`config.mk`:
```
export PLATFORM = sky130hd
export DESIGN_NAME = conv_controller
export DESIGN_NICKNAME = d
export VERILOG_FILES = /design/src/cnn_pkg.sv /design/src/conv_controller.sv
export SDC_FILE = /design/constraint.sdc
export NUM_CORES = 1
export LEC_CHECK = 0
export BUFFER_PORTS_ARGS = -buffer_cell sky130_fd_sc_hd__buf_4
export CAP_MARGIN = 5
export CORE_AREA = 2 2 59 61
export DETAILED_ROUTE_END_ITERATION = 6
export DIE_AREA = 0 0 61 63
export PLACE_DENSITY = 0.79
export REMOVE_ABC_BUFFERS = 1
export SLEW_MARGIN = 40
export SYNTH_ARGS = -nofsm -noshare
export SYNTH_HDL_FRONTEND = slang
export SYNTH_SLANG_ARGS = --single-unit
```
`constraint.sdc`:
```
create_clock -name clk -period 3.1 [get_ports clk]
set_input_delay 0.775 -clock clk [delete_from_list [all_inputs] [get_ports clk]]
set_output_delay 0.775 -clock clk [all_outputs]
set_load 0.05 [all_outputs]
```
`src/cnn_pkg.sv`:
```
package cnn_pkg;

	localparam int data_width = 16; // pixels, weights and biases.
	localparam int acc_width = 2 * data_width + 4; // product plus nine-tap growth.

	// layer defaults, overridden from the top level.
	localparam int default_ifm_size = 5;
	localparam int default_kernel_size = 3;
	localparam int default_number_of_filters = 2;
	localparam int default_number_of_units = 3;

	typedef enum logic [1:0]
	{
		IDLE, // wait for start.
		LOAD, // fetch bias and kernel weights.
		STREAM, // accept pixels.
		DRAIN // let the pipeline empty.
	} conv_state_t;

endpackage

```
`src/conv_controller.sv`:
```
`timescale 1ns/100ps

module conv_controller #(
	parameter int ifm_size = cnn_pkg::default_ifm_size,
	parameter int kernel_size = cnn_pkg::default_kernel_size,
	parameter int number_of_filters = cnn_pkg::default_number_of_filters,
	localparam int taps = kernel_size * kernel_size,
	localparam int load_cycles = 2 * taps + 1,
	localparam int pixel_total = ifm_size * ifm_size,
	localparam int drain_cycles = 4,
	localparam int wm_depth = taps * number_of_filters,
	localparam int wm_address_width = (wm_depth > 1) ? $clog2(wm_depth) : 1,
	localparam int bm_address_width = (number_of_filters > 1) ? $clog2(number_of_filters) : 1,
	localparam int load_width = $clog2(load_cycles),
	localparam int pixel_width = $clog2(pixel_total),
	localparam int position_width = $clog2(ifm_size + 1),
	localparam int drain_width = $clog2(drain_cycles)
)(
	input logic clk,
	input logic arst_n,
	input logic start,
	input logic [bm_address_width-1:0] filter_index,
	input logic pixel_valid,
	output logic busy,
	output logic ready,
	output logic wm_read_enable,
	output logic [wm_address_width-1:0] wm_read_address,
	output logic wm_shift,
	output logic bm_read_enable,
	output logic [bm_address_width-1:0] bm_read_address,
	output logic window_valid
);

	cnn_pkg::conv_state_t state;
	logic [bm_address_width-1:0] filter_reg;
	logic [load_width-1:0] load_count;
	logic [pixel_width-1:0] pixel_count;
	logic [drain_width-1:0] drain_count;
	logic [position_width-1:0] row;
	logic [position_width-1:0] col;
	logic accepted;

	assign busy = state != cnn_pkg::IDLE;
	assign ready = state == cnn_pkg::STREAM;
	assign accepted = ready && pixel_valid;

	// cycle 0 fetches the bias, then odd cycles read and even cycles shift.
	assign bm_read_enable = state == cnn_pkg::LOAD && load_count == '0;
	assign bm_read_address = filter_reg;
	assign wm_read_enable = state == cnn_pkg::LOAD && load_count[0];
	assign wm_shift = state == cnn_pkg::LOAD && load_count != '0 && !load_count[0];
	assign wm_read_address = wm_address_width'(filter_reg * taps)
		+ wm_address_width'(load_count >> 1);

	assign window_valid = accepted
		&& row >= position_width'(kernel_size - 1)
		&& col >= position_width'(kernel_size - 1);

	always_ff @(posedge clk or negedge arst_n)
	begin
		if (!arst_n)
		begin
			state <= cnn_pkg::IDLE;
			filter_reg <= '0;
			load_count <= '0;
			pixel_count <= '0;
			drain_count <= '0;
			row <= '0;
			col <= '0;
		end
		else
		begin
			case (state)
				cnn_pkg::IDLE:
				begin
					if (start)
					begin
						state <= cnn_pkg::LOAD;
						filter_reg <= filter_index;
						load_count <= '0;
					end
				end
				cnn_pkg::LOAD:
				begin
					if (load_count == load_width'(load_cycles - 1))
					begin
						state <= cnn_pkg::STREAM;
						pixel_count <= '0;
						row <= '0;
						col <= '0;
					end
					else
						load_count <= load_count + 1'b1;
				end
				cnn_pkg::STREAM:
				begin
					if (accepted)
					begin
						pixel_count <= pixel_count + 1'b1;
						if (col == position_width'(ifm_size - 1))
						begin
							col <= '0;
							row <= row + 1'b1;
						end
						else
							col <= col + 1'b1;
						if (pixel_count == pixel_width'(pixel_total - 1))
						begin
							state <= cnn_pkg::DRAIN;
							drain_count <= '0;
						end
					end
				end
				default:
				begin
					if (drain_count == drain_width'(drain_cycles - 1))
						state <= cnn_pkg::IDLE; // last result leaves now.
					else
						drain_count <= drain_count + 1'b1;
				end
			endcase
		end
	end

	assert property (@(posedge clk) disable iff (!arst_n) start |-> !busy)
		else $error("start arrived during a run.");

	assert property (@(posedge clk) disable iff (!arst_n) pixel_valid |-> ready)
		else $error("pixel offered while not ready.");

endmodule

```
==> metrics.cfg, run 1 <==
[setup_path]
regToRegStartpoint=state[0]
critical_path_class=flip-flop to output pin
end_kind=output pin
cp_max_fo=7
cp-start-kind=flip-flop
cp-startpoint=load_count[0]
required_ns=2.32
worstPathArrival_ns=1.87

[global_routing]
grt_max_degree=22
antenna_found_initial=0
grt_pass1_vias=1312
grt.total_usage_pct=19.5
gr-total-overflow=0
grt_pass1_wl_um=5730

[power_and_ir_drop]
switching_share_pct=50.5
seq_power_share_pct=28.9
p_int_w=0.000876
p_per_area_mw_per_mm2=1020
power_frac_comb_pct=63.3
p_leak_nw=0.783
ir_drop_uv=491
clkPwrFrac_pct=7.8
p_switching_w=0.000894

[floorplanning]
std_cell_rows=21
core-area_mm2=0.00323
top_level_ports=17
die-height_um=63
die_w_um=61
die-area_mm2=0.00384
start_util_pct=48.2

[cts]
clkTransAtPathRegs_ns=0.12
cts_buffer_depth=2
cts_resized=0
cts_hold_buf=0
cts_buffers=3
post_cts_buffers=0
cts_root_buf=clkbuf_4
cts_num_sinks=21
h-tree-depth=1
clk_latency_ns=0.31
cts_tree=yes

[route]
antenna_left=0
detail_route.vias_per_cell=5.68
dr_total_vias=1296
firstDrtPassIters=4
wl_per_cell_um=14.6
drtIter0Drc=70
drt-total-wl_um=3330
drc_errors=0

[logic_synthesis]
synth_compound_area_share_pct=18.5
yosysUniqueCellTypes=50
async_flop_share_pct=100
avgSynthCellArea_um2=9.28
synthXorXnorAreaFrac_pct=1.12
yosysWarnings=0
synthSimpleGateAreaFrac_pct=22.3
syn_area_mm2=0.00156
synth.mux.area_fraction_pct=3.93
synth_top_family_by_area=simple AND/OR/NAND/NOR gates
synth_fa_ha_area_share_pct=14.4
synthFlopType=dfrtp_1
synth_seq_area_share_pct=33.7
yosys_register_bits=21
synth_cells=168
synth-edff-count=0

[place]
gp_congestion=0.870
dp_hpwl_um=2520
place_inst=224
place.port_buffers=16

[final_layout]
diodes=0
final_core_util_pct=53.5
layout.nets=206
drive_above_1_share_pct=20.3
fin_cells=228
area_delta_synth_final_pct=10.9

[sta]
setup_viol_count_final=0
fmax_mhz=378
min_period_ns=2.64
fin_crit_sh_pct=85.3
tightest_slew_ns=0.570
finalHoldViolCount=0
finalMaxSlewViolations=0
grt_setup_unrepaired=no
max_slew_margin_pct=61.9
fin_skew_ns=0.00492

[worst_hold_path]
hold_class=input port to asynchronous set/reset pin

[job]
cap_violations=0

[outcome]
status=completed

[power by group through the flow]
stage	logic [W]	clock network (W)	registers (W)
after floorplan	0.000840	0	0.000509
after global placement	0.00107	0	0.000505
after detailed placement	0.00112	0	0.000516
after CTS	0.00113	0.000142	0.000511
after global routing	0.00124	0.000154	0.000534
final	0.00112	0.000138	0.000511
[through the flow]
stage	hold WS, ns	TNS [ns]	total power [W]	area, um2	setup WS [ns]
6_report	0.323	0	0.00177	1730	0.457
5_1_grt	0.325	0	0.00192	1730	0.385
4_1_cts	0.327	0	0.00178	1730	0.462
3_5_place_dp	0.481	0	0.00164	1700	0.837
3_3_place_gp	0.472	0	0.00158	1700	0.923
2_1_floorplan	0.445	-0.259	0.00135	1510	-0.225
[routing by layer]
layer | routed length, um | track usage, % | up-vias
li1 | - | - | 638
met1 | 1490 | 24.6 | 610
met2 | 1650 | 32.7 | 41
met3 | 141 | 2.48 | 7
met4 | 58 | 7.88 | 0
met5 | 0 | 0 | -
[logic make-up after synthesis]
family                     count (synthesis)
AOI/OAI and AO/OA                         43
xor gates and xnor gates                   2
adders and majority gates                 18
buffers and inverters                     20
DFF                                       21
muxes                                      5
and+or+nand+nor                           59
[state kept, by name (all words and copies together), names as in the netlist]
name	count
load_count	5
pixel_count	5
col	3
row	3
drain_count	2
state	2
bm_read_address	1
[synth_stat cells, types with 3 or more instances]
cell type	count	area share, %
inv_1	12	2.9
ha_1	18	14
nand2_1	11	2.6
a31oi_1	3	1.2
nand4_1	3	1.2
dfrtp_1	21	34
o21ai_0	11	3.5
nor2_1	7	1.7
clkbuf_1	4	0.96
nor3_1	11	3.5
nand3_1	7	2.2
a21oi_1	11	3.5
buf_4	3	1.4
[path summary, 6_finish.rpt]
check	to	slack, ns	cells past startpoint
hold / removal	load_count[2]	0.32	1
setup reg to reg	state[1]	0.91	6
min in group clk	row[2]	0.50	1
setup / recovery	bm_read_enable	0.46	5
hold reg to reg	row[2]	0.50	1
max in group asynchronous	drain_count[0]	2.55	1
[worst max-delay path, cell delays in order, from the launching register on]
cell,delay (ns)
dfrtp_1,0.47
inv_1,0.14
ha_1,0.17
nor4b_1,0.36
and2_1,0.21
buf_4,0.20
[cell type report]
type | instances | area [um2]
Inverter | 12 | 45.0
Fill cell | 318 | 1500
Timing Repair Buffer | 18 | 135
Sequential cell | 21 | 526
Multi-Input combinational cell | 127 | 940
Clock buffer | 4 | 26.3
Tap cell | 46 | 57.6
[cell usage in the layout (no fill, tap or decap), types with 3 or more instances in the layout]
cell type / instances
dfrtp_1: 21
ha_1: 18
buf_4: 18
inv_1: 12
nor3_1: 11
nand2_1: 11
a21oi_1: 11
o21ai_0: 11
nand3_1: 7
nor2_1: 7
nand4_1: 3
a31oi_1: 3
clkbuf_4: 3
Power figures use the tool's default switching activity.
==> run 2: changes to the inputs <==
- GPL_ROUTABILITY_DRIVEN: default -> 0
- clock period: 3.1 -> 2.6 ns (I/O delays scaled with it)
==> run 2 against run 1 <==
Compared with the run above:
- largest cell class unchanged
- combinational power is 20% higher
- design area is 0.43% higher
- critical path depth stayed put
- critical path type unchanged
- flip-flop and latch count stayed put
- sequential share of layout area is 0.13 points lower
==> metrics.cfg, run 2 (same netlist as run 1, synthesis figures left out) <==
[sta]
fin_crit_sh_pct=93.4
min_period_ns=2.43
fmax_mhz=412
tightest_slew_ns=0.475
fin_skew_ns=0.00512
setup_viol_count_final=0
grt_setup_unrepaired=no
max_slew_margin_pct=68.2
finalHoldViolCount=0
finalMaxSlewViolations=0
tns_ns=0

[floorplanning]
start_util_pct=48.2
std_cell_rows=21
die-height_um=63
die-area_mm2=0.00384
core-area_mm2=0.00323
top_level_ports=17
die_w_um=61

[final_layout]
layout.nets=207
layout_commonest_cell=dfrtp_1
diodes=0
drive_above_1_share_pct=20.8
reg.largest.list=load_count (5), pixel_count (5)
area_delta_synth_final_pct=11.4
final_cell_mix=dfrtp_1, buf_4, ha_1
final_area_mm2=0.00174

[cts]
h-tree-depth=1
clkTransAtPathRegs_ns=0.12
cts_tree=yes
cts_num_sinks=21
cts_hold_buf=0
cts_root_buf=clkbuf_4
cts_buffers=3
cts_resized=0
cts_buffer_depth=2
clk_latency_ns=0.30
post_cts_buffers=0

[outcome]
status=completed

[route]
detail_route.vias_per_cell=5.77
dr_total_vias=1322
drc_errors=0
wl_per_cell_um=14.1
drtIter0Drc=57
antenna_left=0
firstDrtPassIters=4
drt-total-wl_um=3230

[setup_path]
slowest_delay_ns=0.46
critical_path_class=flip-flop to output pin
cp_top_family=simple AND/OR/NAND/NOR gates
cp-start-kind=flip-flop
path_cells=inv_1 > ha_1 > nor4b_1 > and2_1 > buf_4
timing.rr.end=state[1]
reg2reg_slack_ns=0.57
required_ns=1.95
crit_buf_inv=2
regToRegStartpoint=load_count[0]
end_kind=output pin
reg2reg_depth=6
worstPathArrival_ns=1.78
crit_path_top_delay_cell=dfrtp_1
cp_max_fo=7

[power_and_ir_drop]
ir_drop_uv=462
p_leak_nw=0.788
p_per_area_mw_per_mm2=1210

[place]
dp_hpwl_um=2450
place_area_mm2=0.00171
place.port_buffers=16

[global_routing]
antenna_found_initial=0
grt_pass1_wl_um=5650
grt_max_degree=22
gr-total-overflow=0
grt_pass1_vias=1321
grt.total_usage_pct=18.6

[worst_hold_path]
hold_class=input port to asynchronous set/reset pin

[job]
cap_violations=0

==> run 2: cell type report <==
cell class	count	area (um2)
fill	307	1500
inverter	12	45.0
sequential	21	526
clock buffer	4	26.3
multi-input combinational	127	940
timing repair buffer	19	143
tap	46	57.6
==> run 2: worst register-to-register path, cell delays in order (launching register included) <==
cell and delay [ns]:
dfrtp_1 0.46, inv_1 0.13, ha_1 0.20, nand4bb_1 0.41, nand2_2 0.27, nand3_2 0.12
mux2_4 0.32
==> run 2: through the flow <==
| step | hold WS [ns] | total power [W] | utilization [%] | worst slack (ns) | std cells |
|---|---|---|---|---|---|
| finish | 0.207 | 0.00211 | 53.7 | 0.172 | 229 |
| detailed placement | 0.489 | 0.00195 | 52.9 | 0.526 | 225 |
| floorplan | 0.354 | 0.00161 | - | -0.600 | 160 |
| global route | 0.223 | 0.00229 | 53.7 | 0.0103 | 229 |
| global placement | 0.466 | 0.00189 | 52.9 | 0.646 | 225 |
| CTS | 0.213 | 0.00212 | 53.7 | 0.170 | 229 |
==> run 2: power by group <==
| part | switching [W] | total, W | internal (W) | leakage (nW) |
|---|---|---|---|---|
| Clock | 0.000102 | 0.000161 | 0.0000597 | 0.0150 |
| Sequential | 0.000153 | 0.000610 | 0.000457 | 0.273 |
| Combinational | 0.000806 | 0.00134 | 0.000532 | 0.501 |
| Total | 0.00106 | 0.00211 | 0.00105 | 0.788 |
==> run 2: layer usage <==
| metal | wire (um) | vias to the layer above | global-route usage (%) | part of all wire [%] |
|---|---|---|---|---|
| li1 | - | 642 | - | - |
| met1 | 1470 | 651 | 23.2 | 46 |
| met2 | 1630 | 27 | 32.3 | 50 |
| met3 | 109 | 2 | 2.07 | 3.4 |
| met4 | 19 | 0 | 5.98 | 0.59 |
| met5 | 0 | - | 0 | 0 |
==> run 2: worst max-delay path by stage <==
| stage | endpoint | start | depth (start not counted) |
|---|---|---|---|
| global route | bm_read_enable | load_count[0] | 5 |
| global placement | bm_read_enable | load_count[0] | 5 |
| CTS | bm_read_enable | load_count[0] | 5 |
| floorplan | window_valid | state[0] | 4 |
| detailed placement | bm_read_enable | load_count[0] | 5 |
| finish | bm_read_enable | load_count[0] | 5 |
==> run 3: changes to the inputs <==
- CORE_AREA: 2 2 59 61 -> 2 2 55 57
- DIE_AREA: 0 0 61 63 -> 0 0 57 59
- PLACE_DENSITY: 0.79 -> 0.88
==> run 3 against run 2 <==
Compared with the run above:
- setup slack better by 0.073 ns
- power is 0.39% lower
- via count shrank 1.2%
- cell count decreased by 6.6%
- sequential power hardly changed
- hold slack got worse by 0.022 ns
- flip-flop and latch count unchanged
- critical path type unchanged
- critical endpoint unchanged
- largest cell class unchanged
- highest routed layer unchanged
==> metrics.cfg, run 3 (same netlist as run 1, synthesis figures left out) <==
[power_and_ir_drop]
clkPwrFrac_pct=7.9
p_switching_w=0.00105
p_per_area_mw_per_mm2=1220
p_int_w=0.00105
switching_share_pct=50.1
p_leak_nw=0.788
ir_drop_uv=739
seq_power_share_pct=29.0
power_frac_comb_pct=63.1

[global_routing]
grt.total_usage_pct=21.2
grt_pass1_vias=1294
grt_max_degree=22
grt_pass1_wl_um=5580
gr-total-overflow=0
antenna_found_initial=0

[floorplanning]
die-height_um=59
top_level_ports=17
die-area_mm2=0.00336
std_cell_rows=19
core-area_mm2=0.00271
die_w_um=57
start_util_pct=57.5

[route]
antenna_left=0
drt-total-wl_um=3160
dr_total_vias=1306
drc_errors=0
detail_route.vias_per_cell=6.10
firstDrtPassIters=4
drtIter0Drc=38
wl_per_cell_um=14.8

[cts]
post_cts_buffers=0
cts_buffers=3
cts_root_buf=clkbuf_4
h-tree-depth=1
cts_hold_buf=0
cts_tree=yes
cts_resized=0
cts_num_sinks=21
clk_latency_ns=0.32
clkTransAtPathRegs_ns=0.12
cts_buffer_depth=2

[place]
place.port_buffers=16
place_area_mm2=0.00169
dp_hpwl_um=2430

[sta]
tightest_slew_ns=0.442
fin_skew_ns=0.00534
fin_crit_sh_pct=90.6
fmax_mhz=425
whs_ns=0.185
min_period_ns=2.35
tns_ns=0
setup_viol_count_final=0
grt_setup_unrepaired=no
finalHoldViolCount=0
finalMaxSlewViolations=0
max_slew_margin_pct=70.4

[final_layout]
layout.nets=207
diodes=0
final_core_util_pct=63.4
final_cell_mix=dfrtp_1, buf_4, ha_1
area_delta_synth_final_pct=10.2
reg.largest.list=load_count (5), pixel_count (5)
drive_above_1_share_pct=20.8
layout_commonest_cell=dfrtp_1
final_area_mm2=0.00172

[setup_path]
crit_buf_inv=2
critical_path_class=flip-flop to output pin
crit_path_top_delay_cell=dfrtp_1
end_kind=output pin
cp_top_family=flip-flops
cp-start-kind=flip-flop
required_ns=1.95
slowest_delay_ns=0.46
cp_max_fo=7
worstPathArrival_ns=1.70
path_cells=inv_1 > ha_1 > nor4b_1 > and2_1 > buf_4

[outcome]
status=completed

[worst_hold_path]
hold_class=input port to asynchronous set/reset pin

[job]
cap_violations=0

## run 3: cell counts in the layout (fill, tap and decap cells not counted)
No cell type changed its count.
## run 3: final timing paths
check                                   start         endpoint  slack [ns]  depth (start not counted)
worst max-delay path            load_count[0]   bm_read_enable        0.25                          5
worst min-delay path                   arst_n  bm_read_address        0.18                          1
worst max register to register  load_count[0]         state[1]        0.63                          6
worst min register to register         row[2]           row[2]        0.52                          1
max in group asynchronous              arst_n   drain_count[0]        2.19                          1
min in group clk                       row[2]           row[2]        0.52                          1
## run 3: power groups by stage
stage	Combinational, W	Clock [W]	Sequential [W]
2_1_floorplan	0.00100	0	0.000607
3_3_place_gp	0.00128	0	0.000600
3_5_place_dp	0.00133	0	0.000615
4_1_cts	0.00133	0.000169	0.000607
5_1_grt	0.00147	0.000189	0.000635
6_report	0.00133	0.000167	0.000608
## run 3: stage by stage
step                      setup WS [ns]  power (W)  cells
after floorplan                  -0.600    0.00161    160
after global placement            0.662    0.00188    210
after detailed placement          0.592    0.00194    210
after global routing             0.0797    0.00230    214
final                             0.246    0.00210    214
after CTS                         0.226    0.00211    214
## run 3: metal layers
layer,global-route usage (%),share of wire (%),up-vias
met1,24.4,41,620
met3,3.28,4.2,7
met2,39.2,52,35
met5,0,0,-
li1,-,-,644
met4,8.97,2.3,0
## run 3: area by class of cell
class                      count  area, um2
clock buffer                   4       26.3
fill                         219        992
inverter                      12       45.0
multi-input combinational    127        940
sequential                    21        526
tap                           31       38.8
timing repair buffer          19        143
